$ cat src/source/ttc_pkg.sv
/*
 * Shared types for the triple timer/counter block.
 * Holds the APB widths, channel register indices, interrupt bit
 * positions and the packed structs passed between register decode
 * and the channels. Import it wherever these types are used.
 */
`default_nettype none

package ttc_pkg;

   typedef logic [7:0]  addr_t;        // APB byte address
   typedef logic [31:0] data_t;        // APB data word
   typedef logic [15:0] count_t;       // Counter, interval, match
   typedef logic [2:0]  irq_t;         // Interrupt flag set
   typedef logic [2:0]  reg_idx_t;     // Register index in a channel

   // Register map within one channel ----------------------------
   localparam reg_idx_t REG_CLK_CTRL   = 3'd0;
   localparam reg_idx_t REG_CNTR_CTRL  = 3'd1;
   localparam reg_idx_t REG_COUNTER    = 3'd2;  // Read only
   localparam reg_idx_t REG_INTERVAL   = 3'd3;
   localparam reg_idx_t REG_MATCH      = 3'd4;
   localparam reg_idx_t REG_IRQ_STATUS = 3'd5;  // Read only, clear on read
   localparam reg_idx_t REG_IRQ_EN     = 3'd6;

   localparam int unsigned IRQ_OVF     = 0;     // Overflow flag
   localparam int unsigned IRQ_INT     = 1;     // Interval flag
   localparam int unsigned IRQ_MATCH   = 2;     // Match flag
   localparam int unsigned RESTART_BIT = 4;     // Self-clearing restart in cntr_ctrl write

   typedef struct packed {
      logic [3:0] prescale_exp;   // Tick every 2**(exp+1) clocks
      logic       prescale_en;    // Bit 0
   } clk_ctrl_t;

   typedef struct packed {
      logic match_en;             // Bit 2
      logic interval_mode;        // Bit 1
      logic cnt_disable;          // Bit 0, counter held when set
   } cntr_ctrl_t;

   typedef struct packed {
      logic  psel;
      logic  penable;
      logic  pwrite;
      addr_t paddr;
      data_t pwdata;
   } apb_req_t;

   // Strobes into one channel, all single cycle
   typedef struct packed {
      logic  clk_ctrl_wr;
      logic  cntr_ctrl_wr;
      logic  interval_wr;
      logic  match_wr;
      logic  irq_en_wr;
      logic  status_clr;
      data_t wdata;
   } ch_wr_t;

   // Readback of one channel
   typedef struct packed {
      clk_ctrl_t  clk_ctrl;
      cntr_ctrl_t cntr_ctrl;
      count_t     counter;
      count_t     interval;
      count_t     match;
      irq_t       irq_status;
      irq_t       irq_en;
   } ch_view_t;

endpackage

`default_nettype wire
$ cat src/source/ttc_top.sv
/*
 * Top level of the triple timer/counter on APB.
 * Bundles the APB pins, connects the register interface to NUM_CH
 * channel instances and brings out one interrupt pin per channel.
 */
`timescale 1ns/1ps
`default_nettype none

module ttc_top #(
   parameter int unsigned NUM_CH = 3      // Channels, 1 to 3
) (
   input  logic               pclk,
   input  logic               reset,      // Sync, active high
   input  logic               psel,
   input  logic               penable,
   input  logic               pwrite,
   input  ttc_pkg::addr_t     paddr,
   input  ttc_pkg::data_t     pwdata,
   output ttc_pkg::data_t     prdata,
   output logic [NUM_CH-1:0]  interrupt   // Bit i is channel i+1
);

   import ttc_pkg::*;

   apb_req_t apb;                         // APB pins as one bundle
   ch_wr_t   ch_wr   [NUM_CH];            // Strobes to channels
   ch_view_t ch_view [NUM_CH];            // Readback from channels

   assign apb = '{
      psel:    psel,
      penable: penable,
      pwrite:  pwrite,
      paddr:   paddr,
      pwdata:  pwdata
   };

   // ------------------------------------------------------------
   // Register interface and channels
   // ------------------------------------------------------------
   ttc_apb_regs #(
      .NUM_CH (NUM_CH)
   ) i_apb_regs (
      .pclk   (pclk),
      .reset  (reset),
      .apb    (apb),
      .views  (ch_view),
      .wr     (ch_wr),
      .prdata (prdata)
   );

   for (genvar i = 0; i < NUM_CH; i++) begin : g_channel
      ttc_channel i_channel (
         .pclk  (pclk),
         .reset (reset),
         .wr    (ch_wr[i]),
         .view  (ch_view[i]),
         .irq   (interrupt[i])
      );
   end

endmodule

`default_nettype wire

$ cat src/source/ttc_channel.sv
/*
 * One timer/counter channel.
 * Holds its clock and counter control, interval, match and interrupt
 * registers, a prescaler that produces the count tick, the 16-bit
 * counter with interval or free-running wrap, and the match compare.
 */
`timescale 1ns/1ps
`default_nettype none

module ttc_channel (
   input  logic              pclk,
   input  logic              reset,
   input  ttc_pkg::ch_wr_t   wr,
   output ttc_pkg::ch_view_t view,
   output logic              irq
);

   import ttc_pkg::*;

   // Programmed registers
   clk_ctrl_t  clk_ctrl;
   cntr_ctrl_t cntr_ctrl;
   count_t     interval;
   count_t     match;
   irq_t       irq_en;
   irq_t       irq_status;

   // Counting datapath
   count_t     counter;
   count_t     psc_cnt;         // Prescaler, free running while enabled
   count_t     psc_mask;        // Low exp+1 bits set
   count_t     counter_nxt;
   logic       restart;         // Counter restart write
   logic       tick;            // Counter advances this edge
   logic       interval_hit;
   logic       overflow_hit;
   irq_t       events;          // Flags raised this edge

   assign restart = wr.cntr_ctrl_wr && wr.wdata[RESTART_BIT];

   // ------------------------------------------------------------
   // Register writes
   // ------------------------------------------------------------
   always_ff @(posedge pclk) begin
      if (reset) begin
         clk_ctrl  <= '0;
         cntr_ctrl <= '0;                 // Enabled, free running
         interval  <= '0;
         match     <= '0;
         irq_en    <= '0;
      end else begin
         if (wr.clk_ctrl_wr) begin
            clk_ctrl <= clk_ctrl_t'(wr.wdata[$bits(clk_ctrl_t)-1:0]);
         end
         if (wr.cntr_ctrl_wr) begin
            cntr_ctrl <= cntr_ctrl_t'(wr.wdata[$bits(cntr_ctrl_t)-1:0]);
         end
         if (wr.interval_wr) begin
            interval <= wr.wdata[$bits(count_t)-1:0];
         end
         if (wr.match_wr) begin
            match <= wr.wdata[$bits(count_t)-1:0];
         end
         if (wr.irq_en_wr) begin
            irq_en <= wr.wdata[$bits(irq_t)-1:0];
         end
      end
   end

   // ------------------------------------------------------------
   // Prescaler and tick
   // ------------------------------------------------------------
   // Exp 15 gives a full 16-bit mask, period 2**16
   assign psc_mask = ~(count_t'('1) << ({1'b0, clk_ctrl.prescale_exp} + 5'd1));

   always_comb begin
      tick = !cntr_ctrl.cnt_disable && !restart;
      if (clk_ctrl.prescale_en) begin
         tick = tick && ((psc_cnt & psc_mask) == psc_mask);   // Low bits all ones
      end
   end

   always_ff @(posedge pclk) begin
      if (reset || restart) begin
         psc_cnt <= '0;
      end else if (!cntr_ctrl.cnt_disable && clk_ctrl.prescale_en) begin
         psc_cnt <= psc_cnt + 1'b1;       // Wraps modulo 2**16
      end
   end

   // ------------------------------------------------------------
   // Counter and event detection
   // ------------------------------------------------------------
   assign interval_hit = cntr_ctrl.interval_mode && (counter == interval);
   // In interval mode a counter above interval just rolls over, no flag
   assign overflow_hit = !cntr_ctrl.interval_mode && (counter == count_t'('1));

   assign counter_nxt = (interval_hit || overflow_hit) ? '0 : counter + 1'b1;

   always_comb begin
      events            = '0;
      events[IRQ_OVF]   = tick && overflow_hit;
      events[IRQ_INT]   = tick && interval_hit;
      events[IRQ_MATCH] = tick && cntr_ctrl.match_en && (counter_nxt == match);
   end

   always_ff @(posedge pclk) begin
      if (reset || restart) begin
         counter <= '0;                   // Restart takes no tick
      end else if (tick) begin
         counter <= counter_nxt;
      end
   end

   // ------------------------------------------------------------
   // Interrupt status
   // ------------------------------------------------------------
   always_ff @(posedge pclk) begin
      if (reset) begin
         irq_status <= '0;
      end else begin
         // New event beats a clearing read on the same edge
         irq_status <= (wr.status_clr ? irq_t'(0) : irq_status) | events;
      end
   end

   assign irq = |(irq_status & irq_en);  // Same-cycle from registers

   assign view = '{
      clk_ctrl:   clk_ctrl,
      cntr_ctrl:  cntr_ctrl,
      counter:    counter,
      interval:   interval,
      match:      match,
      irq_status: irq_status,
      irq_en:     irq_en
   };

   // ------------------------------------------------------------
   // Checks
   // ------------------------------------------------------------
   // Decode never hits two registers of this channel at once
   a_one_strobe: assert property (
      @(posedge pclk) disable iff (reset)
      $onehot0({wr.clk_ctrl_wr, wr.cntr_ctrl_wr, wr.interval_wr,
                wr.match_wr, wr.irq_en_wr, wr.status_clr})
   );

   // Disabled counter frozen until a restart
   a_disable_holds: assert property (
      @(posedge pclk) disable iff (reset)
      cntr_ctrl.cnt_disable && !restart |=> $stable(counter)
   );

endmodule

`default_nettype wire

$ cat src/source/ttc_apb_regs.sv
/*
 * APB register interface of the timer/counter block.
 * Decodes channel and register index in the access cycle, raises the
 * per-channel write and status-clear strobes and muxes read data back
 * from the channel views. Purely combinational apart from its checks.
 */
`timescale 1ns/1ps
`default_nettype none

module ttc_apb_regs #(
   parameter int unsigned NUM_CH = 3      // Channels present, 1 to 3
) (
   input  logic              pclk,
   input  logic              reset,
   input  ttc_pkg::apb_req_t apb,
   input  ttc_pkg::ch_view_t views [NUM_CH],
   output ttc_pkg::ch_wr_t   wr    [NUM_CH],
   output ttc_pkg::data_t    prdata
);

   import ttc_pkg::*;

   localparam int unsigned STRB_W = 6;    // Strobes per channel

   logic                       access;     // Second APB phase
   logic                       wr_access;
   logic                       rd_access;
   logic [1:0]                 ch_sel;     // 1..3, 0 unmapped
   reg_idx_t                   reg_idx;
   logic [NUM_CH*STRB_W-1:0]   all_strb;   // Every strobe, for the checks

   // Two-bit channel field cannot address more than three channels
   if (NUM_CH < 1 || NUM_CH > 3) begin : g_bad_num_ch
      $error("NUM_CH must be 1 to 3");
   end

   // ------------------------------------------------------------
   // Address decode
   // ------------------------------------------------------------
   assign access    = apb.psel && apb.penable;
   assign wr_access = access && apb.pwrite;
   assign rd_access = access && !apb.pwrite;
   assign ch_sel    = apb.paddr[6:5];
   assign reg_idx   = apb.paddr[4:2];       // Word index, byte bits ignored

   // Zero-extended field of one channel for readback
   function automatic data_t read_field(input ch_view_t v, input reg_idx_t idx);
      data_t d;
      d = '0;
      case (idx)
         REG_CLK_CTRL:   d = data_t'(v.clk_ctrl);
         REG_CNTR_CTRL:  d = data_t'(v.cntr_ctrl);   // Restart reads as 0
         REG_COUNTER:    d = data_t'(v.counter);
         REG_INTERVAL:   d = data_t'(v.interval);
         REG_MATCH:      d = data_t'(v.match);
         REG_IRQ_STATUS: d = data_t'(v.irq_status);
         REG_IRQ_EN:     d = data_t'(v.irq_en);
         default:        d = '0;                      // Index 7 unmapped
      endcase
      return d;
   endfunction

   // ------------------------------------------------------------
   // Per-channel strobes
   // ------------------------------------------------------------
   for (genvar i = 0; i < NUM_CH; i++) begin : g_ch
      logic hit;                                      // This channel addressed

      assign hit = (ch_sel == 2'(i + 1));

      assign wr[i].clk_ctrl_wr  = wr_access && hit && (reg_idx == REG_CLK_CTRL);
      assign wr[i].cntr_ctrl_wr = wr_access && hit && (reg_idx == REG_CNTR_CTRL);
      assign wr[i].interval_wr  = wr_access && hit && (reg_idx == REG_INTERVAL);
      assign wr[i].match_wr     = wr_access && hit && (reg_idx == REG_MATCH);
      assign wr[i].irq_en_wr    = wr_access && hit && (reg_idx == REG_IRQ_EN);
      // Read side effect on the status register
      assign wr[i].status_clr   = rd_access && hit && (reg_idx == REG_IRQ_STATUS);
      assign wr[i].wdata        = apb.pwdata;         // Shared write bus

      assign all_strb[i*STRB_W +: STRB_W] = {
         wr[i].clk_ctrl_wr,
         wr[i].cntr_ctrl_wr,
         wr[i].interval_wr,
         wr[i].match_wr,
         wr[i].irq_en_wr,
         wr[i].status_clr
      };
   end

   // ------------------------------------------------------------
   // Read data mux
   // ------------------------------------------------------------
   always_comb begin
      prdata = '0;                                    // Idle and unmapped read 0
      for (int i = 0; i < NUM_CH; i++) begin
         if (rd_access && (ch_sel == 2'(i + 1))) begin
            prdata = read_field(views[i], reg_idx);
         end
      end
   end

   // ------------------------------------------------------------
   // Checks
   // ------------------------------------------------------------
   // Access phase only ever follows a selected setup
   a_penable_psel: assert property (
      @(posedge pclk) disable iff (reset)
      apb.penable |-> apb.psel
   );

   // One register touched per transfer across the whole block
   a_strobe_onehot: assert property (
      @(posedge pclk) disable iff (reset)
      $onehot0(all_strb)
   );

endmodule

`default_nettype wire

$ cat config.mk
export PLATFORM = sky130hd
export DESIGN_NAME = ttc_top
export DESIGN_NICKNAME = d
export VERILOG_FILES = /design/src/source/ttc_pkg.sv /design/src/source/ttc_top.sv /design/src/source/ttc_channel.sv /design/src/source/ttc_apb_regs.sv
export SDC_FILE = /design/constraint.sdc
export NUM_CORES = 1
export LEC_CHECK = 0
export ABC_AREA = 1
export BUFFER_PORTS_ARGS = -buffer_cell sky130_fd_sc_hd__buf_2
export CAP_MARGIN = 20
export CORE_ASPECT_RATIO = 0.9
export CORE_MARGIN = 4
export CORE_UTILIZATION = 55
export DETAILED_ROUTE_END_ITERATION = 12
export PLACE_DENSITY_LB_ADDON = 0.1
export SYNTH_ARGS = -nofsm -noshare
export SYNTH_HDL_FRONTEND = slang
export SYNTH_SLANG_ARGS = --single-unit
$ cat constraint.sdc
create_clock -name pclk -period 2.1 [get_ports pclk]
set_input_delay 0.21 -clock pclk [delete_from_list [all_inputs] [get_ports pclk]]
set_output_delay 0.21 -clock pclk [all_outputs]
set_load 0.02 [all_outputs]
==> results.py, run 1 <==
metrics = {
    "cts": {
        "cts.hold.buffers_added": 0,
        "numCtsBuffers": 28,
        "cts_num_sinks": 234,
        "cts_tree": "yes",
        "clk_pin_slew_ns": 0.07,
        "htreeDepth": 1,
        "cts_root_buf": "clkbuf_16",
        "cts_max_path_buffers": 3,
        "clock_latency_ns": 0.56,
    },
    "logic_synthesis": {
        "syn_area_um2": 14300,
        "seq_area_frac_synth": 0.328,
        "ys_warn_count": 0,
        "synth_most_common_cell": "nand2_1",
        "synthFlopType": "dfxtp_1",
        "synth_cell_types": 50,
        "synth_area_leaders": "dfxtp_1 (33%), nand2_1 (13%), o21ai_0 (8.8%)",
        "syn-mean-instance-area_um2": 6.28,
        "synth-seq-cells": 234,
        "synth_cells": 2273,
        "ys_top_cells_by_count": "nand2_1 (503), inv_1 (298), o21ai_0 (252)",
        "synth_edf_count": 0,
        "synth_top_cell_by_area": "dfxtp_1",
        "synth_top_area_frac": 0.328,
        "async_flop_share": 0,
    },
    "critical_path": {
        "cp.required_ns": 2.58,
        "worst_setup_path_start_kind": "flip-flop",
        "timing.rr.end": "g_channel[1].i_channel.irq_status[2]$_SDFF_PP0_",
        "end_kind": "flip-flop",
        "critical_path_arrival_ns": 2.77,
        "reg2regPathDepth": 16,
        "worstSetupPathType": "reg -> reg",
        "worstPathMaxFanout": 3,
        "timing.rr.start": "g_channel[1].i_channel.counter[1]$_SDFFE_PP0N_",
        "rrSetupSlack_ns": -0.19,
    },
    "run": {
        "drv_cap": 0,
    },
    "placed_design": {
        "gp_congestion": 1.02,
        "dp_slack_ns": -0.230,
        "io_buffers": 44,
        "place_inst": 2821,
        "dp_hpwl_mm": 37.5,
    },
    "power_and_ir_drop": {
        "leakagePower_nw": 8.31,
        "fin_total_pwr_w": 0.0110,
        "power_density_nw_per_um2": 563,
        "peakVddDrop_mv": 0.619,
    },
    "floorplanning": {
        "rows": 55,
        "dieArea_um2": 28600,
        "io_pins": 80,
        "start_util": 0.564,
        "die_width_um": 178,
        "design.core.area_um2": 25300,
        "fp.dieH_um": 161,
    },
    "grt": {
        "grt_pass1_vias": 15300,
        "globalRouteOverflowTotal": 0,
        "antenna_found_initial": 1,
        "grt_util_all_layers": 0.346,
        "grt_pass1_wl_mm": 80.1,
        "grt_max_degree": 59,
    },
    "cells_and_area": {
        "utilization": 0.769,
        "final_nets": 2620,
        "area_growth_pct": 36.4,
        "n_antenna_cell": 0,
        "fin_cells": 2924,
        "drive_above_1_share": 0.266,
    },
    "timing": {
        "worst_slack_ns": -0.186,
        "max_freq_mhz": 437,
        "period_needed_ns": 2.29,
        "hold_violations": 0,
        "grt_setup_unrepaired": "true",
        "maxSlewHeadroom": 0.392,
        "worstMarginPinSlew_ns": 0.911,
        "setup_viol_count_final": 41,
        "clock_skew_ns": 0.0240,
        "finalCritPeriodShare": 1.09,
        "drv_slew": 0,
    },
    "route": {
        "vias": 17100,
        "dr.first_iter.drc_count": 2057,
        "drc_errors": 0,
        "routed_wl_mm": 54.9,
        "postRouteAntennaNets": 0,
        "routedWlPerCell_um": 18.8,
        "dr.pass1.iters": 7,
        "vias_per_cell": 5.85,
    },
    "hold_path": {
        "hold_depth": 3,
        "whs_endpoint": "g_channel[1].i_channel.match[15]$_SDFFE_PP0P_",
        "hold_path.class": "in -> reg",
        "min_from": "pwdata[15]",
    },
    "run_status": {
        "run_status": "finished with violations",
        "violations": "setup timing",
    },
}
## registers in the layout, summed over array words and instances (netlist names)
register	count
g_channel.i_channel.irq_status	9
g_channel.i_channel.view	24
g_channel.i_channel.irq_en	9
g_channel.i_channel.match	48
g_channel.i_channel.counter	48
g_channel.i_channel.psc_cnt	48
g_channel.i_channel.interval	48
## metal layers
metal / track usage / routed length [um] / up-vias
li1: - / - / 8043
met1: 0.499 / 22700 / 7873
met2: 0.542 / 24100 / 1038
met3: 0.0544 / 6470 / 155
met4: 0.0833 / 1580 / 0
met5: 0 / 0 / -
## worst max-delay path, cell delays in order (launching register included)
cell and delay (ns):
dfxtp_2 0.33, buf_4 0.11, ha_4 0.15, nand2_4 0.07, nor2_4 0.11, buf_4 0.16, nand3_2 0.16, xor2_1 0.19
inv_1 0.08, nand3_1 0.09, nand2_1 0.07, nand2_1 0.06, nor2_1 0.12, nand2_2 0.11, nor2_2 0.15, nand3_2 0.12
a21oi_2 0.14
## report_power, final
group / switching [W] / total (W) / internal [W]
clock network: 0.00207 / 0.00538 / 0.00331
logic: 0.000666 / 0.00108 / 0.000413
registers: 0.0000459 / 0.00452 / 0.00447
total: 0.00278 / 0.0110 / 0.00819
## through the flow
stage	hold WS (ns)	instance area, um^2	TNS [ns]
after CTS	0.0195	18200	-0.103
after floorplan	0.345	14300	0
final	0.0283	19500	-3.18
after global placement	0.445	16600	-2.77
after detailed placement	0.458	16600	-7.20
after global routing	0.0546	19500	-7.84
## cell usage in the layout, fill, tap and decap left out, types with 24 or more instances in the layout
cell         n
a21oi_1    182
buf_2       39
buf_4      241
buf_6       37
clkbuf_16   39
dfxtp_1    196
dfxtp_2     31
inv_1      272
inv_2       24
nand2_1    467
nand2_2     35
nand3_1    122
nand4_1     61
nor2_1     201
nor2_2      34
o21ai_0    204
o21ai_2     27
o22ai_1     42
xor2_1      35
## area by class of cell
class | count | area, um^2
Inverter | 306 | 1180
Fill cell | 1979 | 5850
Clock buffer | 38 | 810
Tap cell | 342 | 428
Clock inverter | 14 | 201
Sequential cell | 234 | 4750
Multi-Input combinational cell | 1639 | 8950
Timing Repair Buffer | 351 | 3150
## how the worst max path moves through the flow
| stage | startpoint | endpoint |
|---|---|---|
| 6_report | g_channel[1].i_channel.counter[1]$_SDFFE_PP0N_ | g_channel[1].i_channel.irq_status[2]$_SDFF_PP0_ |
| 5_1_grt | g_channel[2].i_channel.counter[1]$_SDFFE_PP0N_ | g_channel[2].i_channel.irq_status[2]$_SDFF_PP0_ |
| 4_1_cts | g_channel[0].i_channel.counter[2]$_SDFFE_PP0N_ | g_channel[0].i_channel.irq_status[2]$_SDFF_PP0_ |
| 3_5_place_dp | paddr[3] | prdata[2] |
| 3_3_place_gp | paddr[3] | prdata[2] |
| 2_1_floorplan | g_channel[0].i_channel.view[59]$_SDFFE_PP0P_ | g_channel[0].i_channel.counter[10]$_SDFFE_PP0N_ |
## cells by family (layout without fill, tap and decap cells)
family	Yosys count	count (layout)	synth area share
other	1	16	0.000263
buffers and inverters	415	709	0.119
DFF	234	234	0.328
AOI/OAI and AO/OA	549	549	0.207
adders and majority gates	15	15	0.0131
xor gates and xnor gates	43	43	0.0264
and+or+nand+nor	1016	1016	0.306
## what timing repair did
item                                    4_1_cts  5_1_grt
gates cloned                                  4       10
pin swaps                                    35       88
resized for setup                           123      281
setup buffers                                12       26
endpoints found under the setup margin       55       75
No activity file was read; power rests on OpenSTA's default activity.
==> run 2: changes to the inputs <==
--- a/config.mk
+++ b/config.mk
@@ -13,6 +13,7 @@
 export CORE_UTILIZATION = 55
 export DETAILED_ROUTE_END_ITERATION = 12
 export PLACE_DENSITY_LB_ADDON = 0.1
+export SETUP_SLACK_MARGIN = 0.2
 export SYNTH_ARGS = -nofsm -noshare
 export SYNTH_HDL_FRONTEND = slang
 export SYNTH_SLANG_ARGS = --single-unit
==> run 2 against run 1 <==
The run still ends with setup timing left. Sequential share of layout area down 1.2 points. Critical path depth down 2. Global-route usage up 2.7 points. Combinational power up 15%. Core utilization up 4.9 points. Clock power down 8.0%. Fmax up 1.8%. Setup slack better by 0.039 ns. Critical endpoint is now g_channel[2].i_channel.irq_status[2]$_SDFF_PP0_. Largest cell class unchanged. Largest power group unchanged.
==> results.py, run 2 (synthesis gave the netlist of run 1 again) <==
metrics = {
    "run_status": {
        "run_status": "finished with violations",
        "violations": "setup timing",
    },
    "grt": {
        "grtUsageMet3": 0.0690,
        "grt_max_degree": 74,
        "antenna_found_initial": 0,
        "gr-max-usage-layer": "met2",
        "globalRouteOverflowTotal": 0,
        "grt_util_all_layers": 0.373,
        "grt_pass1_wl_mm": 85.7,
        "grt_use_met2": 0.578,
        "use_met1": 0.519,
        "grt_pass1_vias": 16100,
    },
    "power_and_ir_drop": {
        "leakagePower_nw": 8.72,
        "seq_power_share": 0.421,
        "p_sw_w": 0.00284,
        "power.share.switching": 0.265,
        "p_int_w": 0.00787,
        "clockPowerShare": 0.463,
        "comb_power_share": 0.116,
        "peakVddDrop_mv": 0.652,
        "power_density_nw_per_um2": 516,
    },
    "route": {
        "dr.pass1.iters": 7,
        "vias_per_cell": 5.98,
        "postRouteAntennaNets": 0,
        "drc_errors": 0,
        "dr.first_iter.drc_count": 2234,
        "routed_wl_mm": 59.3,
        "vias": 17700,
        "routedWlPerCell_um": 20.1,
    },
    "floorplanning": {
        "start_util": 0.564,
        "dieArea_um2": 28600,
        "fp.dieH_um": 161,
        "rows": 55,
        "design.core.area_um2": 25300,
        "die_width_um": 178,
        "io_pins": 80,
    },
    "cells_and_area": {
        "fin_cells": 2950,
        "final_common_cell": "nand2_1",
        "layout_common_cells": "nand2_1 (429), buf_4 (256), inv_1 (255), nor2_1 (185), dfxtp_1 (176)",
        "n_antenna_cell": 0,
        "nFillCells": 1660,
        "drive_above_1_share": 0.339,
        "final_cell_area_um2": 20700,
        "area_growth_pct": 45.2,
        "utilization": 0.819,
        "final_nets": 2647,
    },
    "hold_path": {
        "hold_path.class": "in -> reg",
    },
    "cts": {
        "htreeDepth": 1,
        "clk_pin_slew_ns": 0.06,
        "cts_tree": "yes",
        "cts.hold.buffers_added": 0,
        "clock_latency_ns": 0.55,
        "numCtsBuffers": 27,
        "cts_max_path_buffers": 3,
        "cts_root_buf": "clkbuf_16",
        "cts_num_sinks": 234,
    },
    "critical_path": {
        "crit_top_cell": "nand2_1",
        "worstPathMaxFanout": 6,
        "cp.required_ns": 2.57,
        "critical_path_arrival_ns": 2.72,
        "cp_cell_sequence": "buf_4 -> nand3_2 -> nor3_2 -> buf_4 -> nand4_1 -> nand2_1 -> nand3_1 -> nand2_1 -> nand2_2 -> nor2_2 -> nand2_1 -> nor2_1 -> nand3_1 -> a21oi_2",
        "end_kind": "flip-flop",
        "slowest_stage": "dfxtp_2",
        "worst_setup_path_start_kind": "flip-flop",
        "slowest_delay_ns": 0.37,
        "worstSetupPathType": "reg -> reg",
    },
    "placed_design": {
        "dp_slack_ns": -0.248,
        "placed_area_um2": 16700,
        "io_buffers": 44,
        "dp_hpwl_mm": 38.5,
        "place_inst": 2829,
        "gp_congestion": 1.00,
    },
    "run": {
        "drv_cap": 0,
    },
    "timing": {
        "setup_tns_ns": -1.14,
        "period_needed_ns": 2.25,
        "grt_setup_unrepaired": "true",
        "drv_slew": 0,
        "finalCritPeriodShare": 1.07,
        "worst_slack_ns": -0.147,
        "max_freq_mhz": 445,
        "setup_viol_count_final": 24,
        "worstMarginPinSlew_ns": 1.08,
        "clock_skew_ns": 0.0149,
        "maxSlewHeadroom": 0.280,
        "hold_violations": 0,
    },
}
run 2: cell count changes in the layout (fill, tap and decap cells not counted), sizes merged:
cell      before  now
buf          341  373
clkbuf        48   43
clkinv         8    5
clkinvlp       1    4
bufinv         5    3
inv          306  307
run 2: worst paths after layout:
path	start	end	slack [ns]	cells after the start
min	pwdata[14]	g_channel[1].i_channel.interval[14]$_SDFFE_PP0P_	0.05	3
min reg2reg	g_channel[0].i_channel.psc_cnt[8]$_SDFFE_PP0P_	g_channel[0].i_channel.psc_cnt[8]$_SDFFE_PP0P_	0.47	2
max	g_channel[2].i_channel.counter[0]$_SDFFE_PP0N_	g_channel[2].i_channel.irq_status[2]$_SDFF_PP0_	-0.15	14
max reg2reg	g_channel[2].i_channel.counter[0]$_SDFFE_PP0N_	g_channel[2].i_channel.irq_status[2]$_SDFF_PP0_	-0.15	14
run 2: what timing repair did:
item	CTS	global route
gates cloned	10	6
setup buffers	29	26
resized for setup	355	348
pin swaps	90	152
endpoints found under the setup margin	77	82
run 2: critical path: cells and delay by family (launching register included):
family                 cells  cell delay (ns)
AOI/OAI and AO/OA          1             0.18
buffers and inverters      2             0.33
DFF                        1             0.37
and+or+nand+nor           11             1.29
run 2: per-layer routing:
metal / part of all wire / vias to the layer above
met4: 0.052 / 0
li1: - / 8126
met2: 0.43 / 1169
met1: 0.40 / 8108
met5: 0 / -
met3: 0.12 / 250
run 2: power groups by stage:
stage / clock [W] / combinational, W / sequential [W]
CTS: 0.00495 / 0.00104 / 0.00451
finish: 0.00495 / 0.00124 / 0.00451
global route: 0.00516 / 0.00131 / 0.00451
detailed placement: 0 / 0.000910 / 0.00461
global placement: 0 / 0.000896 / 0.00461
floorplan: 0 / 0.000489 / 0.00461
run 2: metrics by stage:
| stage | hold slack [ns] | total power [W] |
|---|---|---|
| 3_5_place_dp | 0.455 | 0.00552 |
| 5_1_grt | 0.0810 | 0.0110 |
| 6_report | 0.0477 | 0.0107 |
| 2_1_floorplan | 0.345 | 0.00510 |
| 3_3_place_gp | 0.447 | 0.00550 |
| 4_1_cts | 0.0291 | 0.0105 |
run 2: area by class of cell:
class,count,area [um^2],area share
inverter,306,1190,0.0573
multi-input combinational,1639,9750,0.470
timing repair buffer,379,3630,0.175
tap,342,428,0.0206
clock buffer,37,763,0.0368
sequential,234,4800,0.232
clock inverter,13,161,0.00779
